$ cat config.mk
export PLATFORM = sky130hd
export DESIGN_NAME = robSubsystem
export DESIGN_NICKNAME = d
export VERILOG_FILES = /design/src/verilog/robPkg.sv /design/src/verilog/robSubsystem.sv /design/src/verilog/robCommitQueue.sv /design/src/verilog/robOperandBuffer.sv /design/src/verilog/cdbArbiter.sv
export SDC_FILE = /design/constraint.sdc
export NUM_CORES = 2
export LEC_CHECK = 0
export BUFFER_PORTS_ARGS = -buffer_cell sky130_fd_sc_hd__buf_2
export CORE_ASPECT_RATIO = 1.2
export CORE_UTILIZATION = 25
export CTS_CLUSTER_SIZE = 30
export DETAILED_ROUTE_END_ITERATION = 16
export PLACE_DENSITY = 0.43
export RECOVER_POWER = 25
export SYNTH_ARGS = -nofsm -noshare
export SYNTH_HDL_FRONTEND = slang
export SYNTH_SLANG_ARGS = --single-unit
$ cat constraint.sdc
create_clock -name clk -period 10.7 [get_ports clk]
set_clock_uncertainty 0.1 [all_clocks]
set_input_delay 1.07 -clock clk [delete_from_list [all_inputs] [get_ports clk]]
set_output_delay 1.07 -clock clk [all_outputs]
set_load 0.1 [all_outputs]
$ cat src/verilog/robPkg.sv
// Shared widths, the commit kind encoding and the bus structs of the reorder buffer
// Import with a wildcard in the module header of every block that needs them
package robPkg;

  localparam int DATA_WIDTH         = 32; // Values, addresses, PCs and snapshots
  localparam int ROB_DEPTH          = 8;
  localparam int ROB_BITS           = 3;  // Entry tag width
  localparam int INDEX_WIDTH        = 8;  // Gshare table index
  localparam int PC_CONTROL_WIDTH   = 5;  // {nextState, writeBTB, takenBranch, redirect}
  localparam int CONTROL_FLOW_WIDTH = PC_CONTROL_WIDTH + 1; // isControl on top
  localparam int REDIRECT_BIT       = 0;  // Misprediction redirect inside pcControl

  // What the committing instruction updates
  typedef enum logic [1:0] {
    kindAlu    = 2'd0, // Register write
    kindStore  = 2'd1, // Memory write
    kindBranch = 2'd2,
    kindJump   = 2'd3
  } commitKind;

  // Written by the rename stage at allocation
  typedef struct packed {
    logic [DATA_WIDTH-1:0]  destination;
    commitKind              kind;
    logic [DATA_WIDTH-1:0]  instrPC;
    logic [INDEX_WIDTH-1:0] phtIndex;
    logic [DATA_WIDTH-1:0]  regStatus; // Register status snapshot for recovery
  } allocEntry;

  // One broadcast on the common data bus
  typedef struct packed {
    logic                        valid;
    logic [ROB_BITS-1:0]         robEntry;
    logic [DATA_WIDTH-1:0]       result;
    logic [DATA_WIDTH-1:0]       targetAddress; // Resolved fetch address
    logic                        isControl;
    logic [PC_CONTROL_WIDTH-1:0] pcControl;
  } cdbPacket;

  // Registered retirement record
  typedef struct packed {
    logic                          validCommit;
    logic [ROB_BITS-1:0]           robEntry;
    logic [DATA_WIDTH-1:0]         result;
    commitKind                     kind;
    logic [DATA_WIDTH-1:0]         destination;
    logic [DATA_WIDTH-1:0]         oldPC;
    logic [DATA_WIDTH-1:0]         statusSnap;
    logic [INDEX_WIDTH-1:0]        previousIndex;
    logic [CONTROL_FLOW_WIDTH-1:0] controlFlow; // {isControl, pcControl}
    logic [DATA_WIDTH-1:0]         targetAddress;
  } commitPacket;

endpackage
$ cat src/verilog/robSubsystem.sv
// Top level of the reorder buffer subsystem
// Arbitrates the branch and ALU results onto the CDB, tracks results and ready bits
// per entry and retires in order onto the registered commit bus
`timescale 1ns/1ps

module robSubsystem import robPkg::*; (
  input  logic                  clk,
  input  logic                  reset,         // Synchronous, active low
  input  logic                  robWrite,
  input  logic                  freeze,
  input  allocEntry             inputEntry,
  input  cdbPacket              branchResult,
  input  cdbPacket              aluResult,
  input  logic [ROB_BITS-1:0]   rob1,
  input  logic [ROB_BITS-1:0]   rob2,
  output logic [DATA_WIDTH-1:0] robValue1,
  output logic [DATA_WIDTH-1:0] robValue2,
  output logic                  valid1,
  output logic                  valid2,
  output logic                  full,
  output logic [ROB_BITS-1:0]   robAllocation,
  output logic                  aluStall,
  output commitPacket           commitBus
);

  cdbPacket              cdb;         // Winning broadcast
  logic                  headReady;
  logic [DATA_WIDTH-1:0] headValue;
  logic [ROB_BITS-1:0]   headPtr;
  logic                  allocStrobe;
  logic [ROB_BITS-1:0]   allocTag;
  logic                  flush;

  cdbArbiter arbiter (.branchResult(branchResult), .aluResult(aluResult), .cdb(cdb),
                      .aluStall(aluStall));

  robOperandBuffer operands (.clk(clk), .reset(reset), .cdb(cdb), .allocStrobe(allocStrobe),
                             .allocTag(allocTag), .flush(flush), .headPtr(headPtr),
                             .headReady(headReady), .headValue(headValue), .rob1(rob1),
                             .rob2(rob2), .robValue1(robValue1), .robValue2(robValue2),
                             .valid1(valid1), .valid2(valid2));

  robCommitQueue queue (.clk(clk), .reset(reset), .robWrite(robWrite), .freeze(freeze),
                        .inputEntry(inputEntry), .cdb(cdb), .headReady(headReady),
                        .headValue(headValue), .headPtr(headPtr), .allocStrobe(allocStrobe),
                        .allocTag(allocTag), .flush(flush), .full(full),
                        .robAllocation(robAllocation), .commitBus(commitBus));

endmodule

$ cat src/verilog/robCommitQueue.sv
// Circular pointers and per-entry metadata of the reorder buffer
// Accepts allocations from rename, retires the head in order onto a registered
// commit bus and empties the buffer when a committing entry carries a redirect
// Head readiness and value come from the operand buffer, which owns the results
`timescale 1ns/1ps

module robCommitQueue import robPkg::*; (
  input  logic                  clk,
  input  logic                  reset,        // Synchronous, active low
  input  logic                  robWrite,     // Rename wants an entry
  input  logic                  freeze,       // Pipeline frozen, ignore robWrite
  input  allocEntry             inputEntry,
  input  cdbPacket              cdb,
  input  logic                  headReady,    // Includes same cycle bypass
  input  logic [DATA_WIDTH-1:0] headValue,
  output logic [ROB_BITS-1:0]   headPtr,
  output logic                  allocStrobe,
  output logic [ROB_BITS-1:0]   allocTag,
  output logic                  flush,
  output logic                  full,
  output logic [ROB_BITS-1:0]   robAllocation, // Tag of the next accepted write
  output commitPacket           commitBus
);

  logic [ROB_BITS-1:0] readPtr;  // Oldest entry
  logic [ROB_BITS-1:0] writePtr; // Next free entry

  // Metadata written at allocation
  logic [DATA_WIDTH-1:0]         destMem  [ROB_DEPTH];
  commitKind                     kindMem  [ROB_DEPTH];
  logic [DATA_WIDTH-1:0]         pcMem    [ROB_DEPTH];
  logic [INDEX_WIDTH-1:0]        indexMem [ROB_DEPTH];
  logic [DATA_WIDTH-1:0]         snapMem  [ROB_DEPTH];
  // Control flow info written by CDB control broadcasts
  logic [DATA_WIDTH-1:0]         targetMem  [ROB_DEPTH];
  logic [CONTROL_FLOW_WIDTH-1:0] controlMem [ROB_DEPTH];

  logic                          empty;
  logic                          headBypass; // Head result is on the CDB now
  logic                          commitNow;
  logic [ROB_BITS-1:0]           nextRead;
  logic [DATA_WIDTH-1:0]         headTarget;
  logic [CONTROL_FLOW_WIDTH-1:0] headControl;

  always_comb begin
    empty    = (readPtr == writePtr);
    full     = ((writePtr + 1'b1) == readPtr); // One slot kept free
    nextRead = readPtr + 1'b1;

    headBypass = cdb.valid && (cdb.robEntry == readPtr);
    commitNow  = headReady && !empty;

    // Bypassed head takes target and control from the bus, non-control reads zero
    if (headBypass) begin
      headTarget  = cdb.isControl ? cdb.targetAddress : '0;
      headControl = cdb.isControl ? {1'b1, cdb.pcControl} : '0;
    end else begin
      headTarget  = targetMem[readPtr];
      headControl = controlMem[readPtr];
    end

    flush = commitNow && headControl[REDIRECT_BIT]; // Mispredicted control commit

    // Write acceptance
    allocStrobe = robWrite && !freeze && !full && !flush && reset;
  end

  assign headPtr       = readPtr;
  assign allocTag      = writePtr;
  assign robAllocation = writePtr;

  // Metadata storage per entry
  always_ff @(posedge clk) begin
    if (allocStrobe) begin
      destMem[writePtr]    <= inputEntry.destination;
      kindMem[writePtr]    <= inputEntry.kind;
      pcMem[writePtr]      <= inputEntry.instrPC;
      indexMem[writePtr]   <= inputEntry.phtIndex;
      snapMem[writePtr]    <= inputEntry.regStatus;
      targetMem[writePtr]  <= '0; // Stays zero unless a control broadcast arrives
      controlMem[writePtr] <= '0;
    end
    if (cdb.valid && cdb.isControl) begin
      targetMem[cdb.robEntry]  <= cdb.targetAddress;
      controlMem[cdb.robEntry] <= {cdb.isControl, cdb.pcControl};
    end
  end

  // Pointers
  always_ff @(posedge clk) begin
    if (!reset) begin
      readPtr  <= '0;
      writePtr <= '0;
    end else begin
      if (commitNow) begin
        readPtr <= nextRead;
      end
      // Redirect restarts both pointers past the committing entry
      if (flush) begin
        writePtr <= nextRead;
      end else if (allocStrobe) begin
        writePtr <= writePtr + 1'b1;
      end
    end
  end

  // Registered commit bus
  always_ff @(posedge clk) begin
    if (!reset) begin
      commitBus.validCommit <= 1'b0;
      commitBus.kind        <= kindAlu;
      commitBus.controlFlow <= '0;
    end else if (commitNow) begin
      commitBus.validCommit   <= 1'b1;
      commitBus.robEntry      <= readPtr;
      commitBus.result        <= headValue; // Already bypassed by the operand buffer
      commitBus.kind          <= kindMem[readPtr];
      commitBus.destination   <= destMem[readPtr];
      commitBus.oldPC         <= pcMem[readPtr];
      commitBus.statusSnap    <= snapMem[readPtr];
      commitBus.previousIndex <= indexMem[readPtr];
      commitBus.controlFlow   <= headControl;
      commitBus.targetAddress <= headTarget;
    end else begin
      // State changing fields go inactive, payload holds
      commitBus.validCommit <= 1'b0;
      commitBus.kind        <= kindAlu;
      commitBus.controlFlow <= '0;
    end
  end

endmodule

$ cat src/verilog/robOperandBuffer.sv
// Result values and ready bits of every reorder buffer entry
// Records CDB broadcasts and answers the two operand lookups of dispatch and the
// head query of the commit logic, all with bypass from the current broadcast
`timescale 1ns/1ps

module robOperandBuffer import robPkg::*; (
  input  logic                  clk,
  input  logic                  reset,       // Synchronous, active low
  input  cdbPacket              cdb,
  input  logic                  allocStrobe, // Accepted allocation this cycle
  input  logic [ROB_BITS-1:0]   allocTag,
  input  logic                  flush,       // Redirect commit empties the buffer
  input  logic [ROB_BITS-1:0]   headPtr,
  output logic                  headReady,
  output logic [DATA_WIDTH-1:0] headValue,
  input  logic [ROB_BITS-1:0]   rob1,
  input  logic [ROB_BITS-1:0]   rob2,
  output logic [DATA_WIDTH-1:0] robValue1,
  output logic [DATA_WIDTH-1:0] robValue2,
  output logic                  valid1,
  output logic                  valid2
);

  logic [DATA_WIDTH-1:0] valueMem [ROB_DEPTH]; // Result per entry
  logic [ROB_DEPTH-1:0]  readyBits;            // Result has been broadcast

  // Broadcast for this tag is on the bus right now
  function automatic logic cdbHit(input logic [ROB_BITS-1:0] tag);
    return cdb.valid && (cdb.robEntry == tag);
  endfunction

  function automatic logic lookupReady(input logic [ROB_BITS-1:0] tag);
    return readyBits[tag] | cdbHit(tag);
  endfunction

  // Bus value wins over storage since storage is written only at the edge
  function automatic logic [DATA_WIDTH-1:0] lookupValue(input logic [ROB_BITS-1:0] tag);
    logic [DATA_WIDTH-1:0] value;
    value = cdbHit(tag) ? cdb.result : valueMem[tag];
    return value;
  endfunction

  always_comb begin
    headReady = lookupReady(headPtr);
    headValue = lookupValue(headPtr);
    valid1    = lookupReady(rob1);    // Operand port 1
    robValue1 = lookupValue(rob1);
    valid2    = lookupReady(rob2);    // Operand port 2
    robValue2 = lookupValue(rob2);
  end

  // Ready tracking
  always_ff @(posedge clk) begin
    if (!reset || flush) begin
      readyBits <= '0; // Nothing in flight survives a redirect
    end else begin
      if (cdb.valid) begin
        readyBits[cdb.robEntry] <= 1'b1;
      end
      if (allocStrobe) begin
        readyBits[allocTag] <= 1'b0; // New owner of this slot waits for its result
      end
    end
  end

  // Value storage
  always_ff @(posedge clk) begin
    if (cdb.valid) begin
      valueMem[cdb.robEntry] <= cdb.result;
    end
  end

endmodule

$ cat src/verilog/cdbArbiter.sv
// Fixed priority arbiter for the common data bus
// The branch unit always wins; the ALU is stalled and holds its packet when both
// units present a valid result in the same cycle
`timescale 1ns/1ps

module cdbArbiter import robPkg::*; (
  input  cdbPacket branchResult, // Branch unit result, high priority
  input  cdbPacket aluResult,    // ALU result, low priority
  output cdbPacket cdb,          // Single broadcaster of this cycle
  output logic     aluStall      // ALU lost and must re-drive
);

  logic branchWins;
  logic conflict;

  always_comb begin
    branchWins = branchResult.valid;
    conflict   = branchResult.valid & aluResult.valid; // Both want the bus

    // Branch first so misprediction recovery is never delayed
    if (branchWins) begin
      cdb = branchResult;
    end else begin
      cdb = aluResult; // Idle bus when the ALU is not valid either
    end

    aluStall = conflict;
  end

endmodule

* Yosys cells after proc, flatten, opt, wreduce, memory -nomap -nowiden *
Memories as Yosys holds them, arrays and structs flattened. A register that Yosys moved wholly into a read port is not among the register bits.
Cells that the tools add are included.

storage, ports and cells
  flip-flop bits (word level) = 56
  RAM bits = 1408
  bits of input ports = 264
  output and inout bits = 251
  word-level logic and storage cells = 90
  memories kept = 8

memories
  name               words  width  read ports  clocked after Yosys merged registers in  wr ports  line                    source
  operands.valueMem  8      32     3           1                                        1         robOperandBuffer.sv:24  logic [DATA_WIDTH-1:0] valueMem [ROB_DEPTH];
  queue.destMem      8      32     1           1                                        1         robCommitQueue.sv:29    logic [DATA_WIDTH-1:0] destMem [ROB_DEPTH];
  queue.pcMem        8      32     1           1                                        1         robCommitQueue.sv:31    logic [DATA_WIDTH-1:0] pcMem [ROB_DEPTH];
  queue.snapMem      8      32     1           1                                        1         robCommitQueue.sv:33    logic [DATA_WIDTH-1:0] snapMem [ROB_DEPTH];
  queue.targetMem    8      32     1           1                                        2         robCommitQueue.sv:35    logic [DATA_WIDTH-1:0] targetMem [ROB_DEPTH];
  queue.indexMem     8      8      1           1                                        1         robCommitQueue.sv:32    logic [INDEX_WIDTH-1:0] indexMem [ROB_DEPTH];
  2 more memories    --     --     --          --                                       --        --

operators by class
  $add $sub $neg = 2
  $lt $le $gt $ge = 7
  equal/unequal tests = 5
  multiplexer cells = 33
  bitwise gates (word level) = 7
  reductions and logical operators = 21

operators with widths
  operator                                                           number
  two-way mux 32 bit                                                 4
  two-way mux 74 bit                                                 1
  two-way mux 8 bit                                                  3
  less-than comparator 3 x 4 -> 1 bit, second input constant         5
  two-way mux 3 bit                                                  6
  equality test 3 bit                                                5
  logical AND 1 bit                                                  12
  two-way mux 1 bit                                                  12
  two-way mux 6 bit                                                  2
  binary-select mux 1 bit (select 3 bit)                             3
  AND 8 bit                                                          1
  inverter 8 bit                                                     1
  OR 8 bit                                                           1
  adder 3 x 1 -> 3 bit, second input constant                        2
  demux 1 bit (select 3 bit)                                         2
  greater-or-equal comparator 3 x 1 -> 1 bit, second input constant  2
  zero test 1 bit                                                    6
  OR 1 bit                                                           3
  AND reduction 2 bit                                                1
  nonzero test 2 bit                                                 1
  AND 1 bit                                                          1
  logical OR 1 bit                                                   1

* Longest topological paths before layout *
  depth in word-level cells = 11
  gate-level depth with buffers = 9
  mapped depth without buffers = 7

* Modules after synthesis *
Synthesis repeated with hierarchy kept, for this count alone.

second synthesis, totals
  cells, all modules = 3458
  area total of the unflattened synthesis = 68433.1 µm²

modules (own cells, without submodules)
  module            instances  cells each  area an instance (µm²)  sequential area each (µm²)
  robCommitQueue    1          2598        51639.5                 40088.4
  robOperandBuffer  1          777         15701.3                 7847.5
  cdbArbiter        1          83          1092.3                  0.0

* Least setup slack after synthesis *
No wires, ideal clock.

  kind = in2reg
  from = input port branchResult[73] (netlist name)
  to = memory queue.destMem[5][0] (enable)
  setup time = 0.572 ns
  arrival = 7.200 ns
  data required time = 10.028 ns
  slack = 2.828 ns
  stages = 8
  buffers on the path = 2
  path through = buf_6 > mux2i_4 > xor2_1 > and4_1 > buf_2 > mux2i_4 > o2111ai_4 > nor2_1

between the ends
  word-level cells in the longest chain between the ends = 11
  elaborated cells on any way between the ends = 13
  those cells by class = eq/ne (1); mux (5); bitwise (1); reduce/logical (6)

RTL lines
  element                                      line                                          source
  start, declared                              robSubsystem.sv:12                            input cdbPacket branchResult,
  two-way mux 74 bit (*)                       cdbArbiter.sv:21                              if (branchWins) begin
  equality test 3 bit                          robCommitQueue.sv:50, robOperandBuffer.sv:29
  logical AND 1 bit                            robCommitQueue.sv:50, robOperandBuffer.sv:29
  OR 1 bit                                     robOperandBuffer.sv:33                        return readyBits[tag] | cdbHit(tag);
  logical AND 1 bit                            robCommitQueue.sv:51                          commitNow = headReady && !empty;
  logical AND 1 bit (*)                        robCommitQueue.sv:62                          flush = commitNow && headControl[REDIRECT_BIT];
  zero test 1 bit (*)                          robCommitQueue.sv:65                          allocStrobe = robWrite && !freeze && !full && !flush && reset;
  logical AND 1 bit (*) (2 in a row)           robCommitQueue.sv:65
  two-way mux 1 bit (*)                        robCommitQueue.sv:74                          if (allocStrobe) begin
  two-way mux 1 bit (not written as such) (*)  robCommitQueue.sv:75                          destMem[writePtr] <= inputEntry.destination;
  end, declared                                robCommitQueue.sv:29

Every way passes the cells marked *; elsewhere a longest branch is shown, timed or not.

* Worst setup path in the final report *
  from = register queue.readPtr[1] (netlist: queue.headPtr[1])
  to = memory queue.destMem[1][10] (enable)

between the ends
  word-level cells in the longest chain between the ends = 10
  elaborated cells on any way between the ends = 18
  those cells by class = eq/ne (3); mux (5); bitwise (1); reduce/logical (9)

RTL lines
  element                                                                               line                                                                  source
  start, declared                                                                       robCommitQueue.sv:25                                                  logic [ROB_BITS-1:0] readPtr;
  start signal, assigned                                                                robCommitQueue.sv:96                                                  readPtr <= nextRead;
  binary-select mux 1 bit (select 3 bit) / equality test 3 bit (equally long branches)  robOperandBuffer.sv:33, robCommitQueue.sv:50, robOperandBuffer.sv:29
  two-way mux 1 bit (not written as such) / logical AND 1 bit (equally long branches)   robOperandBuffer.sv:33, robCommitQueue.sv:50, robOperandBuffer.sv:29
  OR 1 bit                                                                              robOperandBuffer.sv:33
  logical AND 1 bit                                                                     robCommitQueue.sv:51
  logical AND 1 bit                                                                     robCommitQueue.sv:62
  zero test 1 bit                                                                       robCommitQueue.sv:65
  logical AND 1 bit (*) (2 in a row)                                                    robCommitQueue.sv:65
  two-way mux 1 bit (*)                                                                 robCommitQueue.sv:74
  two-way mux 1 bit (not written as such) (*)                                           robCommitQueue.sv:75

Every way passes the cells marked *; elsewhere a longest branch is shown, timed or not. The select of a mux whose other input is x is not followed.

==> run metrics <==
GRT Residual Overflow=0; Post-synth ARST share=0%; Post-synth EDFFs=1,579; Resized Gates After CTS=0; Yosys top cell area share=between 70% and 80%; vias in the first global route=around 37k; crit path kind=reg -> reg; relative slew slack=-142%; post-synthesis sequential area ratio=72.2%; CP Launch Point=queue.headPtr[1]; Num CTS Buffers=186; minimum clock period=~7.5 ns; initial antenna violation count=39; commonest non-fill, non-tap cell in the layout=edfxtp_1; FF+latch count, synth=around 1.6k; post-synth top area cell=edfxtp_1; Pre-Repair DR Iteration Count=5; I/O Buffers=514; synthesized instance count=3,453; RSZ-0062 raised after global routing=false; synth unique cells=43; Critical Path Sink Type=flip-flop; IO Pins=515; combinational family with the most area after synthesis=multiplexers; post-CTS setup buffer count=0; final worst path period share=70.4%; # setup viols final=0; FMAX=133 MHz; Min-Delay Path Class=reg -> reg; Synth Area in XOR/XNOR=less than 1%; NumNets Final=4,283; pin count of the biggest net entering global routing=133; die height=567 µm; max-cap viol count=4; Ys Warns=0; reg2reg setup slack=3.17 ns; cts hold-fix bufs=0; H-Tree Depth=4; Cell Pwr Density=184 nW/µm²; first-pass GRT wire length=273 mm; Netlist Area Pre-Place=around 66,000 µm²; slowest stage delay, CP=2.46 ns; fillcell total=26.1k; post-DP HPWL=107 mm; CTS tree=built; Worst Tran Pin Value=3.63 ns; share of cells above drive strength 1=32.4%; Final Hold Fails=0; GP Congestion=around 0.74; Reg-to-Reg End=queue.destMem[1][10]; failing checks=max-capacitance violations, max-slew violations; R2R cell count=9; Final Util=30.0%; Die Wd=473 µm; clock root buffer=clkbuf_16; mux cell area share after synthesis=20.6%; Lkg Pwr=25.0 nW; synthesis-to-layout area growth=19.0%; Slowest-stage cell, CP=clkbuf_1; starting density of the core=25.2%; reg2reg start=queue.headPtr[1]; crit path capture=queue.destMem[1][10]; critical-path cell list=clkbuf_1 -> buf_4 -> mux4_2 -> mux2i_1 -> nor2_1 -> mux2i_4 -> o211ai_4 -> nor2_4 -> buf_12; drt via density=4.47; ys flop type=edfxtp_1; drt wl/cell=around 25 µm; Synth Area in Adders=0.0377%; TNS Setup=0 ns; status=complete, but fails checks; clock slew at reported path FFs=approximately 0.060 ns; Synth area leaders=edfxtp_1, mux4_2, mux2i_1, nor2_1, nand2_1; die area=roughly 270,000 µm²; commonest cells after routing, fill and taps aside=edfxtp_1, mux4_2, buf_2; Buf/Inv on CP=3; DRC=0; Crit Path Max Fanout=85; Critical Path Start Type=flip-flop; Final Routed Wirelength=192 mm; num rows=206; drt initial violations=2,093; core region area=~260,000 µm²; Clock Tree Buf Depth=4; clock latency on the worst-skew pair=0.85 ns; delay-heaviest family, CP=buffers and inverters; via count=34.4k; compound-cell area share of the yosys netlist=1.45%; Mapped Nets=between 3k and 4k; remaining antenna violation count after routing=0; CP Depth=9; Data arrival, critical path=a little under 8 ns; Max VDD drop=0.000120 V; Final Slew Violations=approximately 160; Synth Area in Simple Gates=4.06%; Synth Area per Inst=between 15 and 20 µm²; clk sink count=1,605; Critical Path RT=11.02 ns; GRT Overall Usage=14.1%
-- state kept, by name, summed over array words and instances (netlist names), 16 cells and up, named ones only --
name / flops
queue.kindMem: 16
queue.targetMem: 256
queue.snapMem: 256
operands.valueMem: 256
queue.indexMem: 64
queue.controlMem: 48
queue.commitBus: 180
queue.destMem: 256
queue.pcMem: 256
-- Yosys cell counts, types with 4 or more instances --
| cell | count |
|---|---|
| nor2b_1 | 5 |
| clkbuf_1 | 117 |
| o21ai_0 | 139 |
| mux4_2 | 486 |
| xnor2_1 | 10 |
| mux2i_1 | 173 |
| edfxtp_1 | 1579 |
| o21ai_1 | 8 |
| buf_1 | 43 |
| dfxtp_1 | 26 |
| nor3_1 | 9 |
| nor4_1 | 4 |
| nor2_1 | 319 |
| nand2_1 | 296 |
| inv_1 | 18 |
| or3_1 | 32 |
| nand2b_1 | 5 |
| o22ai_1 | 8 |
| buf_2 | 58 |
| mux2_2 | 81 |
| xor2_1 | 6 |
-- kinds of logic after synthesis --
logic type / Yosys count
mux: 744
xor+xnor: 17
simple gates: 678
buf+inv: 237
flops: 1605
fa+ha+maj: 2
compound gates: 170
-- worst min path at each step --
stage                                startpoint                    end  slack, ns  cells past startpoint
after CTS                        inputEntry[56]     queue.pcMem[1][16]       0.31                      1
after floorplan                queue.headPtr[0]   queue.commitBus[176]       0.33                      0
after global placement    operands.readyBits[5]  operands.readyBits[5]       0.44                      2
after detailed placement  operands.readyBits[6]  operands.readyBits[6]       0.45                      2
final                     operands.readyBits[1]  operands.readyBits[1]       0.46                      2
after global routing            inputEntry[100]   queue.destMem[2][26]       0.43                      1
-- metal layers --
layer	routed length (µm)	track usage, %	up-vias
met1	80500	17.7	18182
met4	4230	3.43	36
met5	224	0	-
met3	9470	2.80	302
li1	-	-	15046
met2	97600	24.7	841
-- stage by stage --
step	total power (W)	std cells	area (µm²)	hold slack, ns	worst slack, ns
after floorplan	0.00826	3453	66400	0.331	2.83
after global placement	0.00871	7365	73500	0.445	4.41
after detailed placement	0.00872	7365	73500	0.446	4.28
after CTS	0.0148	7692	79100	0.310	5.01
after global routing	0.0151	7694	79000	0.435	2.54
final	0.0145	7699	79000	0.455	3.17
-- cell type report --
cell class	count	area (µm²)	share of cell area [%]
Antenna cell	7	17.5	0.0222
Clock buffer	230	4860	6.15
Clock inverter	97	749	0.949
Inverter	18	82.6	0.105
Multi-Input combinational cell	1611	17800	22.5
Sequential cell	1605	47900	60.7
Tap cell	3536	4420	5.60
Timing Repair Buffer	595	3150	3.98
-- worst register-to-register path, cell delays in order, from the launching register on --
cell and delay, ns:
dfxtp_4 0.37, clkbuf_1 2.46, buf_4 1.03, mux4_2 0.41, mux2i_1 0.23, nor2_1 0.11, mux2i_4 0.41, o211ai_4 0.40
nor2_4 0.87, buf_12 0.56
-- power by group --
group | switching, W | internal, W
Clock | 0.00258 | 0.00341
Combinational | 0.000999 | 0.000400
Sequential | 0.0000708 | 0.00707
Total | 0.00365 | 0.0109
No activity file was read; power rests on OpenSTA's default activity.
